<file path="src/verilog/rename_pkg.sv">
package rename_pkg;

    localparam int XLEN       = 32;
    localparam int ARCH_REG_W = 5;
    localparam int PHYS_REG_W = 6;
    localparam int ROB_IDX_W  = 5;

    // RV32 major opcodes
    localparam logic [6:0] OP_LUI   = 7'b0110111;
    localparam logic [6:0] OP_AUIPC = 7'b0010111;
    localparam logic [6:0] OP_JAL   = 7'b1101111;
    localparam logic [6:0] OP_JALR  = 7'b1100111;
    localparam logic [6:0] OP_BR    = 7'b1100011;
    localparam logic [6:0] OP_LOAD  = 7'b0000011;
    localparam logic [6:0] OP_STORE = 7'b0100011;
    localparam logic [6:0] OP_IMM   = 7'b0010011;
    localparam logic [6:0] OP_REG   = 7'b0110011;

    typedef enum logic [4:0] {
        alu_add,
        alu_sub,
        alu_sll,
        alu_slt,
        alu_sltu,
        alu_xor,
        alu_srl,
        alu_sra,
        alu_or,
        alu_and,
        alu_lui,
        alu_auipc,
        alu_jal,
        alu_jalr,
        alu_branch,
        alu_mult,
        alu_div
    } aluop_e;

    // Values follow the branch funct3 field
    typedef enum logic [2:0] {
        eq  = 3'b000,
        ne  = 3'b001,
        lt  = 3'b100,
        ge  = 3'b101,
        ltu = 3'b110,
        geu = 3'b111
    } cmpop_e;

    typedef enum logic [2:0] {
        cls_alu,
        cls_mult,
        cls_mem,
        cls_branch,
        cls_illegal
    } disp_class_e;

    typedef enum logic [2:0] {
        fmt_none,
        fmt_i,
        fmt_s,
        fmt_b,
        fmt_u,
        fmt_j
    } imm_fmt_e;

endpackage

</file>
<file path="src/verilog/decode_if.sv">
`timescale 1ns/1ps

interface decode_if;
    import rename_pkg::*;

    disp_class_e disp_class;   // Which station gets the instruction
    aluop_e      aluop;
    cmpop_e      cmpop;
    logic [1:0]  mult_type;    // Signedness select for the multiply unit
    logic        is_rem;
    logic        use_imm;      // Second operand is the immediate
    logic        is_load;
    logic        is_store;
    logic        read_rs1;
    logic        read_rs2;
    logic        writes_rd;

    modport dec (
        output disp_class, aluop, cmpop, mult_type, is_rem,
               use_imm, is_load, is_store, read_rs1, read_rs2, writes_rd
    );

    modport ren (
        input  disp_class, aluop, cmpop, mult_type, is_rem,
               use_imm, is_load, is_store, read_rs1, read_rs2, writes_rd
    );
endinterface

</file>
<file path="src/verilog/imm_gen.sv">
`timescale 1ns/1ps

module imm_gen (
    input  rename_pkg::imm_fmt_e        fmt,
    input  logic [rename_pkg::XLEN-1:0] inst,
    output logic [rename_pkg::XLEN-1:0] imm
);
    import rename_pkg::*;

    logic sign;

    assign sign = inst[31];   // Every format takes its sign from bit 31

    always_comb begin
        case (fmt)
            fmt_i: begin
                imm = {{21{sign}}, inst[30:20]};
            end
            fmt_s: begin
                imm = {{21{sign}}, inst[30:25], inst[11:7]};
            end
            fmt_b: begin
                imm = {{20{sign}}, inst[7], inst[30:25], inst[11:8], 1'b0};
            end
            fmt_u: begin
                imm = {inst[31:12], 12'h000};   // Upper 20 bits, no extension
            end
            fmt_j: begin
                imm = {{12{sign}}, inst[19:12], inst[20], inst[30:21], 1'b0};
            end
            default: begin
                imm = '0;   // R-type and illegal
            end
        endcase
    end

endmodule

</file>
<file path="src/verilog/op_decode.sv">
`timescale 1ns/1ps

module op_decode (
    input  logic [rename_pkg::XLEN-1:0] inst,
    output rename_pkg::imm_fmt_e        fmt,
    decode_if.dec                       dec
);
    import rename_pkg::*;

    logic [6:0] opcode;
    logic [2:0] funct3;
    logic [6:0] funct7;

    assign opcode = inst[6:0];
    assign funct3 = inst[14:12];
    assign funct7 = inst[31:25];

    // Base integer op, shared by OP and OP-IMM
    // SUB exists only in the register form
    function automatic aluop_e base_aluop(input logic [2:0] f3, input logic alt,
                                          input logic sub_ok);
        aluop_e op;
        case (f3)
            3'b000:  op = (alt && sub_ok) ? alu_sub : alu_add;
            3'b001:  op = alu_sll;
            3'b010:  op = alu_slt;
            3'b011:  op = alu_sltu;
            3'b100:  op = alu_xor;
            3'b101:  op = alt ? alu_sra : alu_srl;
            3'b110:  op = alu_or;
            default: op = alu_and;
        endcase
        return op;
    endfunction

    always_comb begin
        fmt            = fmt_none;
        dec.disp_class = cls_illegal;   // Anything unmatched is discarded
        dec.aluop      = alu_add;
        dec.cmpop      = eq;
        dec.mult_type  = 2'b00;
        dec.is_rem     = 1'b0;
        dec.use_imm    = 1'b0;
        dec.is_load    = 1'b0;
        dec.is_store   = 1'b0;
        dec.read_rs1   = 1'b0;
        dec.read_rs2   = 1'b0;
        dec.writes_rd  = 1'b0;

        case (opcode)
            OP_LUI, OP_AUIPC: begin
                dec.disp_class = cls_alu;
                dec.aluop      = (opcode == OP_LUI) ? alu_lui : alu_auipc;
                dec.use_imm    = 1'b1;
                dec.writes_rd  = 1'b1;
                fmt            = fmt_u;
            end
            OP_JAL: begin
                dec.disp_class = cls_branch;
                dec.aluop      = alu_jal;
                dec.use_imm    = 1'b1;
                dec.writes_rd  = 1'b1;   // Link register
                fmt            = fmt_j;
            end
            OP_JALR: begin
                dec.disp_class = cls_branch;
                dec.aluop      = alu_jalr;
                dec.use_imm    = 1'b1;
                dec.read_rs1   = 1'b1;
                dec.writes_rd  = 1'b1;
                fmt            = fmt_i;
            end
            OP_BR: begin
                // funct3 010 and 011 are not branches
                if (funct3[2:1] != 2'b01) begin
                    dec.disp_class = cls_branch;
                    dec.aluop      = alu_branch;
                    dec.cmpop      = cmpop_e'(funct3);
                    dec.read_rs1   = 1'b1;
                    dec.read_rs2   = 1'b1;
                    fmt            = fmt_b;
                end
            end
            OP_LOAD: begin
                dec.disp_class = cls_mem;
                dec.is_load    = 1'b1;
                dec.use_imm    = 1'b1;
                dec.read_rs1   = 1'b1;
                dec.writes_rd  = 1'b1;
                fmt            = fmt_i;
            end
            OP_STORE: begin
                dec.disp_class = cls_mem;
                dec.is_store   = 1'b1;
                dec.use_imm    = 1'b1;
                dec.read_rs1   = 1'b1;   // Base address
                dec.read_rs2   = 1'b1;   // Store data
                fmt            = fmt_s;
            end
            OP_IMM: begin
                dec.disp_class = cls_alu;
                dec.aluop      = base_aluop(funct3, funct7[5], 1'b0);
                dec.use_imm    = 1'b1;
                dec.read_rs1   = 1'b1;
                dec.writes_rd  = 1'b1;
                fmt            = fmt_i;
            end
            OP_REG: begin
                dec.read_rs1  = 1'b1;
                dec.read_rs2  = 1'b1;
                dec.writes_rd = 1'b1;
                if (funct7[0]) begin
                    // M extension, funct3[2] splits multiply from divide
                    dec.disp_class = cls_mult;
                    dec.aluop      = funct3[2] ? alu_div : alu_mult;
                    dec.mult_type  = funct3[2] ? {funct3[0], 1'b1} : funct3[1:0];
                    dec.is_rem     = funct3[2] & funct3[1];
                end else begin
                    dec.disp_class = cls_alu;
                    dec.aluop      = base_aluop(funct3, funct7[5], 1'b1);
                end
            end
            default: ;
        endcase
    end

endmodule

</file>
<file path="src/verilog/rename_dispatch.sv">
`timescale 1ns/1ps

module rename_dispatch (
    input  logic                              clk,
    input  logic                              rst,
    input  logic                              iq_empty,
    input  logic                              rs_open,
    input  logic                              mult_rs_open,
    input  logic                              lsq_full,
    input  logic                              rob_full,
    input  logic                              freelist_empty,
    input  logic [rename_pkg::XLEN-1:0]       inst,
    input  logic [rename_pkg::XLEN-1:0]       iq_pc,
    input  logic [rename_pkg::XLEN-1:0]       imm,
    input  logic [rename_pkg::PHYS_REG_W-1:0] pd,
    input  logic [rename_pkg::ROB_IDX_W-1:0]  rob_index,
    decode_if.ren                             dec,
    output logic                              iq_dequeue,
    output logic                              freelist_dequeue,
    output logic                              rs_dispatch,
    output logic                              mult_rs_dispatch,
    output logic                              lsq_dispatch,
    output logic                              br_dispatch,
    output logic [rename_pkg::XLEN-1:0]       out_pc,
    output logic [rename_pkg::XLEN-1:0]       out_imm,
    output logic [rename_pkg::ARCH_REG_W-1:0] out_rd,
    output logic [rename_pkg::ARCH_REG_W-1:0] out_rs1,
    output logic [rename_pkg::ARCH_REG_W-1:0] out_rs2,
    output logic [rename_pkg::PHYS_REG_W-1:0] out_pd,
    output logic [rename_pkg::ROB_IDX_W-1:0]  out_rob_entry,
    output rename_pkg::aluop_e                out_aluop,
    output rename_pkg::cmpop_e                out_cmpop,
    output logic [1:0]                        out_mult_type,
    output logic                              out_is_rem,
    output logic                              out_use_imm,
    output logic                              out_is_load,
    output logic                              out_is_store,
    output logic [2:0]                        out_funct3
);
    import rename_pkg::*;

    logic [ARCH_REG_W-1:0] rd;
    logic                  need_pd;
    logic                  target_open;
    logic                  take;

    assign rd      = inst[11:7];
    assign need_pd = dec.writes_rd && (rd != '0);   // x0 never gets a new tag

    always_comb begin
        case (dec.disp_class)
            cls_alu:              target_open = rs_open;
            cls_mult:             target_open = mult_rs_open;
            cls_mem, cls_branch:  target_open = !lsq_full;   // Branch unit shares the LSQ gate
            default:              target_open = 1'b1;        // Illegal goes nowhere
        endcase
    end

    assign take = !rst && !iq_empty && !rob_full && target_open
                  && !(need_pd && freelist_empty);

    assign iq_dequeue       = take;
    assign freelist_dequeue = take && need_pd;

    always_ff @(posedge clk) begin
        if (rst) begin
            rs_dispatch      <= 1'b0;
            mult_rs_dispatch <= 1'b0;
            lsq_dispatch     <= 1'b0;
            br_dispatch      <= 1'b0;
        end else begin
            rs_dispatch      <= take && (dec.disp_class == cls_alu);
            mult_rs_dispatch <= take && (dec.disp_class == cls_mult);
            lsq_dispatch     <= take && (dec.disp_class == cls_mem);
            br_dispatch      <= take && (dec.disp_class == cls_branch);
        end
    end

    // Renamed bundle, held until the next take
    always_ff @(posedge clk) begin
        if (take) begin
            out_pc        <= iq_pc;
            out_imm       <= imm;
            out_rd        <= dec.writes_rd ? rd : '0;
            out_rs1       <= dec.read_rs1 ? inst[19:15] : '0;
            out_rs2       <= dec.read_rs2 ? inst[24:20] : '0;
            out_pd        <= need_pd ? pd : '0;
            out_rob_entry <= rob_index;
            out_aluop     <= dec.aluop;
            out_cmpop     <= dec.cmpop;
            out_mult_type <= dec.mult_type;
            out_is_rem    <= dec.is_rem;
            out_use_imm   <= dec.use_imm;
            out_is_load   <= dec.is_load;
            out_is_store  <= dec.is_store;
            out_funct3    <= inst[14:12];   // Access width for the LSQ
        end
    end

endmodule

</file>
<file path="src/verilog/decode_rename.sv">
`timescale 1ns/1ps

module decode_rename (
    input  logic                              clk,
    input  logic                              rst,
    input  logic                              iq_empty,
    input  logic [rename_pkg::XLEN-1:0]       iq_inst,
    input  logic [rename_pkg::XLEN-1:0]       iq_pc,
    output logic                              iq_dequeue,
    input  logic                              rs_open,
    input  logic                              mult_rs_open,
    input  logic                              lsq_full,
    input  logic                              rob_full,
    input  logic                              freelist_empty,
    input  logic [rename_pkg::PHYS_REG_W-1:0] pd,
    input  logic [rename_pkg::ROB_IDX_W-1:0]  rob_index,
    output logic                              freelist_dequeue,
    output logic                              rs_dispatch,
    output logic                              mult_rs_dispatch,
    output logic                              lsq_dispatch,
    output logic                              br_dispatch,
    output logic [rename_pkg::XLEN-1:0]       out_pc,
    output logic [rename_pkg::XLEN-1:0]       out_imm,
    output logic [rename_pkg::ARCH_REG_W-1:0] out_rd,
    output logic [rename_pkg::ARCH_REG_W-1:0] out_rs1,
    output logic [rename_pkg::ARCH_REG_W-1:0] out_rs2,
    output logic [rename_pkg::PHYS_REG_W-1:0] out_pd,
    output logic [rename_pkg::ROB_IDX_W-1:0]  out_rob_entry,
    output rename_pkg::aluop_e                out_aluop,
    output rename_pkg::cmpop_e                out_cmpop,
    output logic [1:0]                        out_mult_type,
    output logic                              out_is_rem,
    output logic                              out_use_imm,
    output logic                              out_is_load,
    output logic                              out_is_store,
    output logic [2:0]                        out_funct3
);
    import rename_pkg::*;

    imm_fmt_e        imm_fmt;
    logic [XLEN-1:0] imm;

    decode_if dec_bus ();   // Control bundle from decoder to rename

    op_decode u_op_decode (
        .inst (iq_inst),
        .fmt  (imm_fmt),
        .dec  (dec_bus.dec)
    );

    imm_gen u_imm_gen (
        .fmt  (imm_fmt),
        .inst (iq_inst),
        .imm  (imm)
    );

    rename_dispatch u_rename_dispatch (
        .clk              (clk),
        .rst              (rst),
        .iq_empty         (iq_empty),
        .rs_open          (rs_open),
        .mult_rs_open     (mult_rs_open),
        .lsq_full         (lsq_full),
        .rob_full         (rob_full),
        .freelist_empty   (freelist_empty),
        .inst             (iq_inst),
        .iq_pc            (iq_pc),
        .imm              (imm),
        .pd               (pd),
        .rob_index        (rob_index),
        .dec              (dec_bus.ren),
        .iq_dequeue       (iq_dequeue),
        .freelist_dequeue (freelist_dequeue),
        .rs_dispatch      (rs_dispatch),
        .mult_rs_dispatch (mult_rs_dispatch),
        .lsq_dispatch     (lsq_dispatch),
        .br_dispatch      (br_dispatch),
        .out_pc           (out_pc),
        .out_imm          (out_imm),
        .out_rd           (out_rd),
        .out_rs1          (out_rs1),
        .out_rs2          (out_rs2),
        .out_pd           (out_pd),
        .out_rob_entry    (out_rob_entry),
        .out_aluop        (out_aluop),
        .out_cmpop        (out_cmpop),
        .out_mult_type    (out_mult_type),
        .out_is_rem       (out_is_rem),
        .out_use_imm      (out_use_imm),
        .out_is_load      (out_is_load),
        .out_is_store     (out_is_store),
        .out_funct3       (out_funct3)
    );

endmodule

</file>
<file path="config.mk">
export PLATFORM = sky130hd
export DESIGN_NAME = decode_rename
export DESIGN_NICKNAME = d
export VERILOG_FILES = /design/src/verilog/rename_pkg.sv /design/src/verilog/decode_if.sv /design/src/verilog/imm_gen.sv /design/src/verilog/op_decode.sv /design/src/verilog/rename_dispatch.sv /design/src/verilog/decode_rename.sv
export SDC_FILE = /design/constraint.sdc
export NUM_CORES = 1
export LEC_CHECK = 0
export ABC_AREA = 1
export BUFFER_PORTS_ARGS = -buffer_cell sky130_fd_sc_hd__buf_2
export CORE_AREA = 2 2 99 101
export CTS_CLUSTER_SIZE = 8
export DETAILED_ROUTE_END_ITERATION = 10
export DIE_AREA = 0 0 101 103
export PLACE_DENSITY = 0.76
export SETUP_SLACK_MARGIN = 0.5
export SYNTH_ARGS = -nofsm -noshare
export SYNTH_HDL_FRONTEND = slang
export SYNTH_SLANG_ARGS = --single-unit
</file>
<file path="constraint.sdc">
create_clock -name clk -period 4.6 [get_ports clk]
set_input_delay 0.46 -clock clk [delete_from_list [all_inputs] [get_ports clk]]
set_output_delay 0.46 -clock clk [all_outputs]
set_load 0.005 [all_outputs]
</file>
Word-level counts from Yosys, hierarchy flattened
Index checks and enable logic that the tools add are counted.

Flip-flop bits (word level): 111. Input bits: 83. Output and inout port bits: 113. Word-level logic and storage cells: 99.

Eq/ne operators: 24. Mux-type cells: 24. Bitwise operators: 1. Reductions and logical operators: 31.

Operators with widths (count): $pmux 32 s5 (1); $pmux 5 s7 (2); $pmux 3 s5 (2); $pmux 5 s6 (1); $eq 7x6->1 const B (3); $eq 7x7->1 const B (3); $eq 3x2->1 const B (6); $eq 3x3->1 const B (5); $eq 7x5->1 const B (2); $reduce_or 7->1 (2); $logic_and 1x1->1 (11); $mux 5 (2); $reduce_or 2->1 (5); $eq 3x1->1 const B (3); $mux 1 (9); $eq 7x2->1 const B (1); $logic_not 3->1 (2); $reduce_or 3->1 (2); $logic_not 1->1 (5); $reduce_bool 5->1 (1); $reduce_or 5->1 (1); $mux 2 (2); $mux 4 (1); $pmux 1 s2 (2); 5 further kinds (6).

Longest topological paths before layout
Gate-level depths: netlist of the first run.

Depth after elaboration: 9. Gate-level depth with buffers: 12. Mapped depth without buffers: 12.

Cells and area by module
From an unflattened synthesis of the first run, not the netlist that was laid out.

Cells, all modules: 396. Area, all modules: 4598.2 sq um.

Modules (own cells, without submodules): rename_dispatch (times used 1, cells an instance 179, area each 3589.7 sq um); op_decode (times used 1, cells an instance 125, area each 553.0 sq um); imm_gen (times used 1, cells an instance 92, area each 455.4 sq um).

Least setup slack after synthesis of the first run
No wires, ideal clock.

Path type: input to register. From: input iq_inst[1] in the netlist's numbering. To: register u_rename_dispatch.out_aluop[0] (enable). Library setup time: 0.462 ns. Arrival time: 3.439 ns. Data required time: 4.138 ns. Slack: 0.699 ns. Stages: 11. Cell sequence: nand2_1 -> nor2_2 -> nand2_1 -> nand2_2 -> nor2_4 -> nand2_1 -> nand3_1 -> nand2_1 -> inv_1 -> nand2_2 -> inv_1.

Word-level cells in the longest chain between the ends: 8. Elaborated cells on any way between the ends: 26. Classes of those cells: eq/ne (12); mux (3); reduce/logical (11).

RTL lines: start, declared (line decode_rename.sv:7) `input logic [rename_pkg::XLEN-1:0] iq_inst,`; $eq 7x5->1 (tied with other cells) (line op_decode.sv:50) `case (opcode)`; $reduce_or 3->1 (no source line) / $reduce_or 2->1 (equally long branches); $pmux 3 s5 (line op_decode.sv:50); $eq 3x2->1 (line rename_dispatch.sv:51) `case (dec.disp_class)`; $reduce_or 2->1 (line rename_dispatch.sv:51); $pmux 1 s3 (line rename_dispatch.sv:51); $logic_and 1x1->1 (line rename_dispatch.sv:59) `assign take = !rst && !iq_empty && !rob_full && target_open`; $logic_and 1x1->1 (*) (line rename_dispatch.sv:60) `&& !(need_pd && freelist_empty);`; named net iq_dequeue (line decode_rename.sv:9) `output logic iq_dequeue,`; end signal, assigned (line rename_dispatch.sv:89) `out_aluop <= dec.aluop;`; end, declared (line rename_dispatch.sv:31) `output rename_pkg::aluop_e out_aluop,`.

Mark *: on every way through the listed nets, which the timed path passes. The rest lies on a longest branch. A chain may end at the register's enable or synchronous reset.

Final worst setup path of the first run
From: input iq_inst[1] in the netlist's numbering. To: output iq_dequeue.

Word-level cells in the longest chain between the ends: 8. Elaborated cells on any way between the ends: 26. Classes of those cells: eq/ne (12); mux (3); reduce/logical (11).

RTL lines (line): $eq 7x5->1 (tied with other cells) (op_decode.sv:50); $reduce_or 3->1 (no source line) / $reduce_or 2->1 (equally long branches); $pmux 3 s5 (op_decode.sv:50); $eq 3x2->1 (rename_dispatch.sv:51); $reduce_or 2->1 (rename_dispatch.sv:51); $pmux 1 s3 (rename_dispatch.sv:51); $logic_and 1x1->1 (rename_dispatch.sv:59); $logic_and 1x1->1 (*) (rename_dispatch.sv:60); end, declared (decode_rename.sv:9).

Every way passes the cells marked *; elsewhere a longest branch is shown, timed or not.

==> results.ini, run 1 <==
[clocking]
cts_buffers = 9
numClockSinks = 111
clock_path_buffers = 2
clk_pin_slew_ns = 0.10
cts_setup_buffers = 0
cts_resized = 0
ctsHtreeMaxLevel = 3
cts_root_buf = clkbuf_8
holdBufCountCts = 0
cts_tree = yes

[cells_and_area]
drive_gt1_share_pct = 45.08
area_delta_synth_final_pct = 30.09
fin_nets = 617
final_area_mm2 = 0.005632
fin_util_pct = 59.54
diodes = 0

[pwr]
p_int_uw = 1487
power_density_mw_per_mm2 = 336.3
p_sw_share_pct = 21.48
p_seq_share_pct = 61.5
peakVddDrop_mv = 0.1321
comb_power_share_pct = 8.1
p_clk_share_pct = 30.4
switchingPower_uw = 406.8
leakagePower_uw = 0.002349

[run_status]
outcome = finished clean

[critical_path]
cp_common_cell = nand2_1
path_class = in -> out
cp-end-kind = primary output
critPathMaxFanout = 58
required_ns = 4.14
path_cells = buf_2 -> nand2_1 -> nor2_2 -> nand2_1 -> nand2_1 -> nor2_1 -> nand2_1 -> nand3_1 -> nand2_1 -> inv_1 -> nand2_2 -> inv_4 -> buf_2
slowest_stage = inv_4
cpPeakStageDelay_ns = 0.52
path_buf_inv = 4
critPathTopFamily = simple AND/OR/NAND/NOR gates
start_kind = primary input
cp.arrival_ns = 2.36

[route]
drcViolationCount = 0
routed_wl_um = 10270
antenna_left = 0
dr.pass1.iters = 4
post_drt_wl_per_cell_um = 15.73
num_vias = 3138
vias_per_cell = 4.806
drt_iter0_markers = 140

[sta]
fin_setup_tns_ns = 0
fin_crit_ns = 2.820
rsz0062_at_grt = no
layout_setup_ws_ns = 1.780
finalSetupViolCount = 0
slew-limit-headroom_pct = 54.22
finalCritPeriodShare_pct = 61.30
drv_slew = 0
fmax_ghz = 0.3546
finalHoldViolations = 0
tightest_slew_ns = 0.6867

[logic_synthesis]
syn_inst = 329
synth_nets = 412
yosysMostFrequentCell = edfxtp_1
synth_top_cells_by_count = edfxtp_1, inv_1, nor2_1, nand2_1, o21ai_0
ys_seq_area_share_pct = 76.07
netlist.area_leader.share_pct = 74.22
ys_ff_latch = 111
synth_area_leader_cell = edfxtp_1
yosysWarnings = 0
synthArstFlopShare_pct = 0
synth_area_leaders = edfxtp_1, inv_1, nor2_1
synth_edf_count = 107
syn-cell-area_mm2 = 0.004329
avgSynthCellArea_um2 = 13.16
synth_top_flop_cell = edfxtp_1
synth_cell_types = 24

[global_routing]
grt_use_total_pct = 18.94
first_global_vias = 2951
grt_antenna_before_repair = 0
grt_max_degree = 59
overflow = 0
grt_pass1_wl_um = 14670

[die]
top_level_ports = 196
rows = 36
die_x_um = 101
dieArea_mm2 = 0.01040
initial_core_util_pct = 45.77
die_h_um = 103
fp.coreArea_mm2 = 0.009459

[place]
place_congestion = 0.8658
port_buffers = 195
dp_hpwl_um = 7940
place_area_mm2 = 0.005438
post-place-ws_ns = 1.636

[job]
max_cap_violations = 0

[hold_path]
holdPathEnd = u_rename_dispatch.out_pc[1]
min_path_type = in -> reg
hold_depth = 1
min_from = iq_pc[1]

-- cell families after synthesis --
| family | count (synthesis) | synth area share (%) |
|---|---|---|
| compound gates | 45 | 6.619 |
| buf+inv | 60 | 5.578 |
| flops | 111 | 76.07 |
| simple gates | 113 | 11.73 |
-- area by class of cell --
cell class,instances,area (µm²)
fillers,774,3827
flip-flops and latches,111,3293
repair buffers,197,991.0
multi-input cells,158,794.5
inverters,57,216.5
clock buffers,13,148.9
well taps,114,142.6
clock inverters,3,45.04
-- per-stage QoR --
stage          power, µW  hold slack (ns)  cells
3_5_place_dp        1343           0.6384    637
2_1_floorplan       1245           0.5589    329
6_report            1894           0.2643    653
5_1_grt             1964           0.2424    653
4_1_cts             1905           0.2506    653
3_3_place_gp        1338           0.6371    637
-- sequential cells by signal, indices dropped and copies added (netlist names), 5 cells and up --
name and count:
u_rename_dispatch.out_imm 32, u_rename_dispatch.out_aluop 5, u_rename_dispatch.out_rs2 5, u_rename_dispatch.out_pd 6, u_rename_dispatch.out_pc 32, u_rename_dispatch.out_rs1 5
u_rename_dispatch.out_rd 5, u_rename_dispatch.out_rob_entry 5
-- cells in the final DEF, fill, tap and decap left out, drive strengths merged --
master and instances:
buf 197, edfxtp 107, nor2 57, inv 57, nand2 34, o21ai 28
nand3 13, clkbuf 13, a21oi 8, nor3 7, o22ai 6, dfxtp 4
clkinvlp 2, o31ai 1, o21bai 1, o2111ai 1, nand4 1, nand3b 1
bufinv 1
-- power groups by stage --
stage	Sequential, µW	Clock, µW	Combinational, µW
6_report	1170	575	153
5_1_grt	1170	624	170
4_1_cts	1170	585	155
3_5_place_dp	1190	0	154
3_3_place_gp	1190	0	151
2_1_floorplan	1200	0	46.6
-- worst max path at each step --
| stage | startpoint | to | slack [ns] | cells after the start |
|---|---|---|---|---|
| 2_1_floorplan | iq_inst[1] | u_rename_dispatch.out_aluop[0] | 0.70 | 11 |
| 3_3_place_gp | iq_inst[1] | u_rename_dispatch.out_aluop[0] | 1.73 | 13 |
| 3_5_place_dp | iq_inst[1] | u_rename_dispatch.out_mult_type[0] | 1.64 | 13 |
| 4_1_cts | iq_inst[1] | iq_dequeue | 1.78 | 13 |
| 5_1_grt | iq_inst[1] | iq_dequeue | 1.48 | 13 |
| 6_report | iq_inst[1] | iq_dequeue | 1.78 | 13 |
-- layer usage --
metal | share of wire [%] | up-vias | track usage, %
met1 | 39 | 1473 | 22.08
met3 | 6.9 | 11 | 4.475
met4 | 1.4 | 0 | 6.445
met2 | 53 | 118 | 34.46
met5 | 0 | - | 0
li1 | - | 1536 | -
Power figures use the tool's default switching activity.
==> inputs of run 2 (changes only) <==
clock period = 2.9 ns   (was 4.6 ns; I/O delays follow)
==> run 2 against run 1 <==
Compared with the run above:
- final cell count increased by 1.8%
- critical endpoint unchanged
- routed wire length is 0.25% higher
- non-clock buffer count grew 12
- via count grew 1.1%
- critical path depth shrank 1
- die area unchanged
- largest cell class unchanged
- first-iteration DRC count shrank 26%
- combinational power increased by 73%
==> results.ini, run 2 (synthesized netlist as in run 1, its figures left out) <==
[die]
fp.coreArea_mm2 = 0.009459
initial_core_util_pct = 45.77
die_h_um = 103
dieArea_mm2 = 0.01040
die_x_um = 101
top_level_ports = 196
rows = 36

[clocking]
numClockSinks = 111
cts_root_buf = clkbuf_8
ctsHtreeMaxLevel = 3
cts_buffers = 9
cts_tree = yes
clock_path_buffers = 2
clk_pin_slew_ns = 0.11
holdBufCountCts = 0

[cells_and_area]
fin_nets = 629
largestRegisters = u_rename_dispatch.out_imm (32), u_rename_dispatch.out_pc (32), u_rename_dispatch.out_pd (6)
diodes = 0
fin_cells = 665
final_area_mm2 = 0.005789
most-common-layout-cells = buf_2, edfxtp_1, nor2_1, inv_1, nand2_1
final_common_cell = buf_2
area_delta_synth_final_pct = 33.73
fillers = 761
drive_gt1_share_pct = 48.46

[critical_path]
path_class = in -> out
cp.arrival_ns = 1.89
cp-end-kind = primary output
critPathMaxFanout = 11
required_ns = 2.61
start_kind = primary input

[global_routing]
grt_antenna_before_repair = 0
use_met2_pct = 32.77
grt_max_degree = 46
busiest_layer = met2
grt_use_total_pct = 18.57
gr-usage-met1_pct = 22.37
first_global_vias = 2838
overflow = 0
gr-usage-met3_pct = 4.339
grt_pass1_wl_um = 14440

[hold_path]
holdPathEnd = u_rename_dispatch.out_rob_entry[4]
min_path_type = in -> reg
min_from = rob_index[4]
hold_depth = 1

[sta]
finalCritPeriodShare_pct = 75.17
tightest_slew_ns = 0.6923
layout_setup_ws_ns = 0.7199
finalSetupViolCount = 0
fin_setup_tns_ns = 0
rsz0062_at_grt = no
fmax_ghz = 0.4587
finalHoldViolations = 0
slew-limit-headroom_pct = 53.84
fin_crit_ns = 2.180
drv_slew = 0

[pwr]
leakagePower_uw = 0.002419
peakVddDrop_mv = 0.2165
power_density_mw_per_mm2 = 512.2

[route]
drt_iter0_markers = 104
dr.pass1.iters = 4
routed_wl_um = 10300
num_vias = 3171
drcViolationCount = 0
antenna_left = 0
post_drt_wl_per_cell_um = 15.48
vias_per_cell = 4.768

[job]
max_cap_violations = 0

[run_status]
outcome = finished clean

[place]
place_congestion = 0.8367
place_area_mm2 = 0.005542
place_inst = 640
port_buffers = 195
post-place-ws_ns = 0.5055
dp_hpwl_um = 7838

[run 2: cell count changes in the layout (fill, tap and decap cells not counted), sizes merged]
cell and change:
clkinv +3, buf +12, clkbuf -4, inv +1
clkinvlp +1, bufinv -1
[run 2: report_power, final]
part	switching, µW	internal, µW
clock network	530	322
logic	147	118
registers	19.0	1830
total	696	2270
[run 2: layout make-up]
| type | instances | area (µm²) | area share (%) |
|---|---|---|---|
| multi-input combinational | 158 | 834.6 | 14.42 |
| timing repair buffer | 209 | 1106 | 19.11 |
| sequential | 111 | 3293 | 56.88 |
| clock inverter | 7 | 56.30 | 0.9726 |
| clock buffer | 9 | 123.9 | 2.140 |
| tap | 114 | 142.6 | 2.464 |
| inverter | 57 | 232.7 | 4.020 |
[run 2: what timing repair did]
action | in CTS | in global routing
endpoints found under the setup margin | 0 | 1
buffers inserted | 0 | 9
resized for setup | 0 | 0
[run 2: stage by stage]
step	hold WS [ns]	total power [µW]	utilization (%)
6_report	0.09005	2965	61.20
5_1_grt	0.07262	3066	61.20
4_1_cts	0.07665	2972	60.49
3_5_place_dp	0.4688	2145	58.58
3_3_place_gp	0.4674	2138	58.58
2_1_floorplan	0.3889	1978	-
[run 2: worst max-delay path by stage]
stage	to	slack (ns)	start
floorplan	u_rename_dispatch.out_aluop[0]	-0.20	iq_inst[3]
CTS	iq_dequeue	0.56	iq_inst[3]
global placement	u_rename_dispatch.out_pc[15]	0.57	iq_inst[3]
global route	iq_dequeue	0.54	iq_inst[3]
finish	iq_dequeue	0.72	iq_inst[3]
detailed placement	u_rename_dispatch.out_rob_entry[4]	0.51	iq_inst[3]
[run 2: per-layer routing]
metal / vias to the layer above / wire [µm]
met1: 1471 / 4098
met2: 130 / 5322
met3: 12 / 711
met4: 2 / 156
li1: 1556 / -
met5: - / 5
[run 2: critical path: stages]
cell        delay [ns]
buf_2             0.16
inv_12            0.07
nand2_4           0.05
nor2_4            0.14
nand3_2           0.25
nand2_2           0.13
nor2_2            0.05
nand3_1           0.07
nand3_1           0.08
nand2_2           0.16
clkinvlp_4        0.24
buf_2             0.20
==> inputs of run 3 (changes only) <==
clock period = 2.1 ns   (was 2.9 ns; I/O delays follow)
==> run 3 against run 2 <==
Compared with the run above:
- non-clock buffer count up 51
- flip-flop and latch count unchanged
- die area unchanged
- critical path depth up 1
- routed wire length up 25%
- global-route usage up 2.4 points
- via count up 13%
- worst setup slack worse by 0.40 ns
- first-iteration DRC count up 71%
- combinational power up 88%
- final cell count up 7.7%
==> results.ini, run 3 (synthesized netlist as in run 1, its figures left out) <==
[run_status]
outcome = finished clean

[place]
port_buffers = 195
dp_hpwl_um = 7845
place_congestion = 0.8296
place_inst = 648

[global_routing]
overflow = 0
grt_antenna_before_repair = 0
first_global_vias = 3241
grt_use_total_pct = 20.97
grt_max_degree = 29
grt_pass1_wl_um = 16190

[hold_path]
min_path_type = in -> reg

[clocking]
cts_tree = yes
clock_path_buffers = 2
cts_buffers = 9
clk_pin_slew_ns = 0.10
cts_root_buf = clkbuf_8
ctsHtreeMaxLevel = 3
numClockSinks = 111

[pwr]
leakagePower_uw = 0.002789
finalPower_uw = 4301
power_density_mw_per_mm2 = 643.2
peakVddDrop_mv = 0.3329

[sta]
rsz0062_at_grt = yes
finalHoldViolations = 0
hold_ws_ns = 0.005521
fin_crit_ns = 1.777
finalCritPeriodShare_pct = 84.63
slew-limit-headroom_pct = 76.93
fmax_ghz = 0.5627
drv_slew = 0
finalSetupViolCount = 0
tightest_slew_ns = 0.3434

[critical_path]
endpoint = iq_dequeue
cpPeakStageDelay_ns = 0.28
critPathMaxFanout = 4
startpoint = iq_inst[2]
slowest_stage = nor3_4
start_kind = primary input
critPathTopFamily = simple AND/OR/NAND/NOR gates
required_ns = 1.89
path_buf_inv = 5
path_cells = buf_8 -> nor2_4 -> nand2_4 -> nor3_4 -> nor2_4 -> nand2_2 -> nand3_2 -> nand2_1 -> inv_2 -> nand2_4 -> clkinvlp_4 -> buf_12 -> buf_6
cp.arrival_ns = 1.57
crit_cells = 13
cp-end-kind = primary output
path_class = in -> out

[route]
num_vias = 3573
vias_per_cell = 4.990
dr.pass1.iters = 5
post_drt_wl_per_cell_um = 17.95
drcViolationCount = 0
antenna_left = 0
routed_wl_um = 12860
drt_iter0_markers = 178

[die]
die_h_um = 103
initial_core_util_pct = 45.77
dieArea_mm2 = 0.01040
top_level_ports = 196
rows = 36
fp.coreArea_mm2 = 0.009459
die_x_um = 101

[cells_and_area]
drive_gt1_share_pct = 55.15
diodes = 0
largestRegisters = u_rename_dispatch.out_imm (32), u_rename_dispatch.out_pc (32), u_rename_dispatch.out_pd (6)
area_delta_synth_final_pct = 54.45
most-common-layout-cells = buf_2, edfxtp_1, inv_1, nor2_1, dlygate4sd3_1
fillers = 641
fin_nets = 680
final_common_cell = buf_2
fin_cells = 716

[job]
max_cap_violations = 0

run 3: repair_timing:
action | in CTS | in global routing
endpoints found under the hold margin | 15 | 6
setup buffers | 18 | 6
endpoints found under the setup margin | 40 | 107
hold buffers | 15 | 6
cloned | 0 | 7
gates resized for setup | 33 | 56
pin swaps | 20 | 13
run 3: through the flow:
step                      cell area [µm²]  setup TNS [ns]  util, %  setup WS (ns)
after global placement               5639               0    59.62         0.1394
after floorplan                      4388          -98.91        -        -0.9208
final                                6686               0    70.69         0.3227
after CTS                            6238               0    65.95         0.3982
after detailed placement             5639               0    59.62        0.08492
after global routing                 6686               0    70.69         0.2381
run 3: routing by layer:
layer,global-route usage (%),vias up,share of wire (%)
met5,0,-,0
met4,10.71,0,2.8
met3,5.356,33,7.8
met2,37.64,166,54
met1,23.10,1709,36
li1,-,1665,-
run 3: layout make-up:
cell class | count | area (µm²) | share of cell area [%]
Clock buffer | 10 | 127.6 | 1.909
Clock inverter | 6 | 60.06 | 0.8982
Inverter | 57 | 240.2 | 3.593
Multi-Input combinational cell | 158 | 1017 | 15.21
Sequential cell | 111 | 3293 | 49.25
Tap cell | 114 | 142.6 | 2.133
Timing Repair Buffer | 260 | 1805 | 27.00
run 3: worst min-delay path by stage:
| stage | from | to | slack (ns) | cells after the start |
|---|---|---|---|---|
| after floorplan | iq_inst[12] | u_rename_dispatch.out_funct3[0] | 0.31 | 0 |
| after global placement | iq_pc[31] | u_rename_dispatch.out_pc[31] | 0.39 | 1 |
| after detailed placement | rob_index[2] | u_rename_dispatch.out_rob_entry[2] | 0.39 | 1 |
| after CTS | iq_pc[21] | u_rename_dispatch.out_pc[21] | 0.0009 | 1 |
| after global routing | iq_pc[0] | u_rename_dispatch.out_pc[0] | -0.01 | 1 |
| final | iq_pc[25] | u_rename_dispatch.out_pc[25] | 0.006 | 1 |
run 3: report_power, final:
part	switching, µW	internal (µW)
clock network	699	549
registers	29.3	2530
logic	250	247
total	979	3320
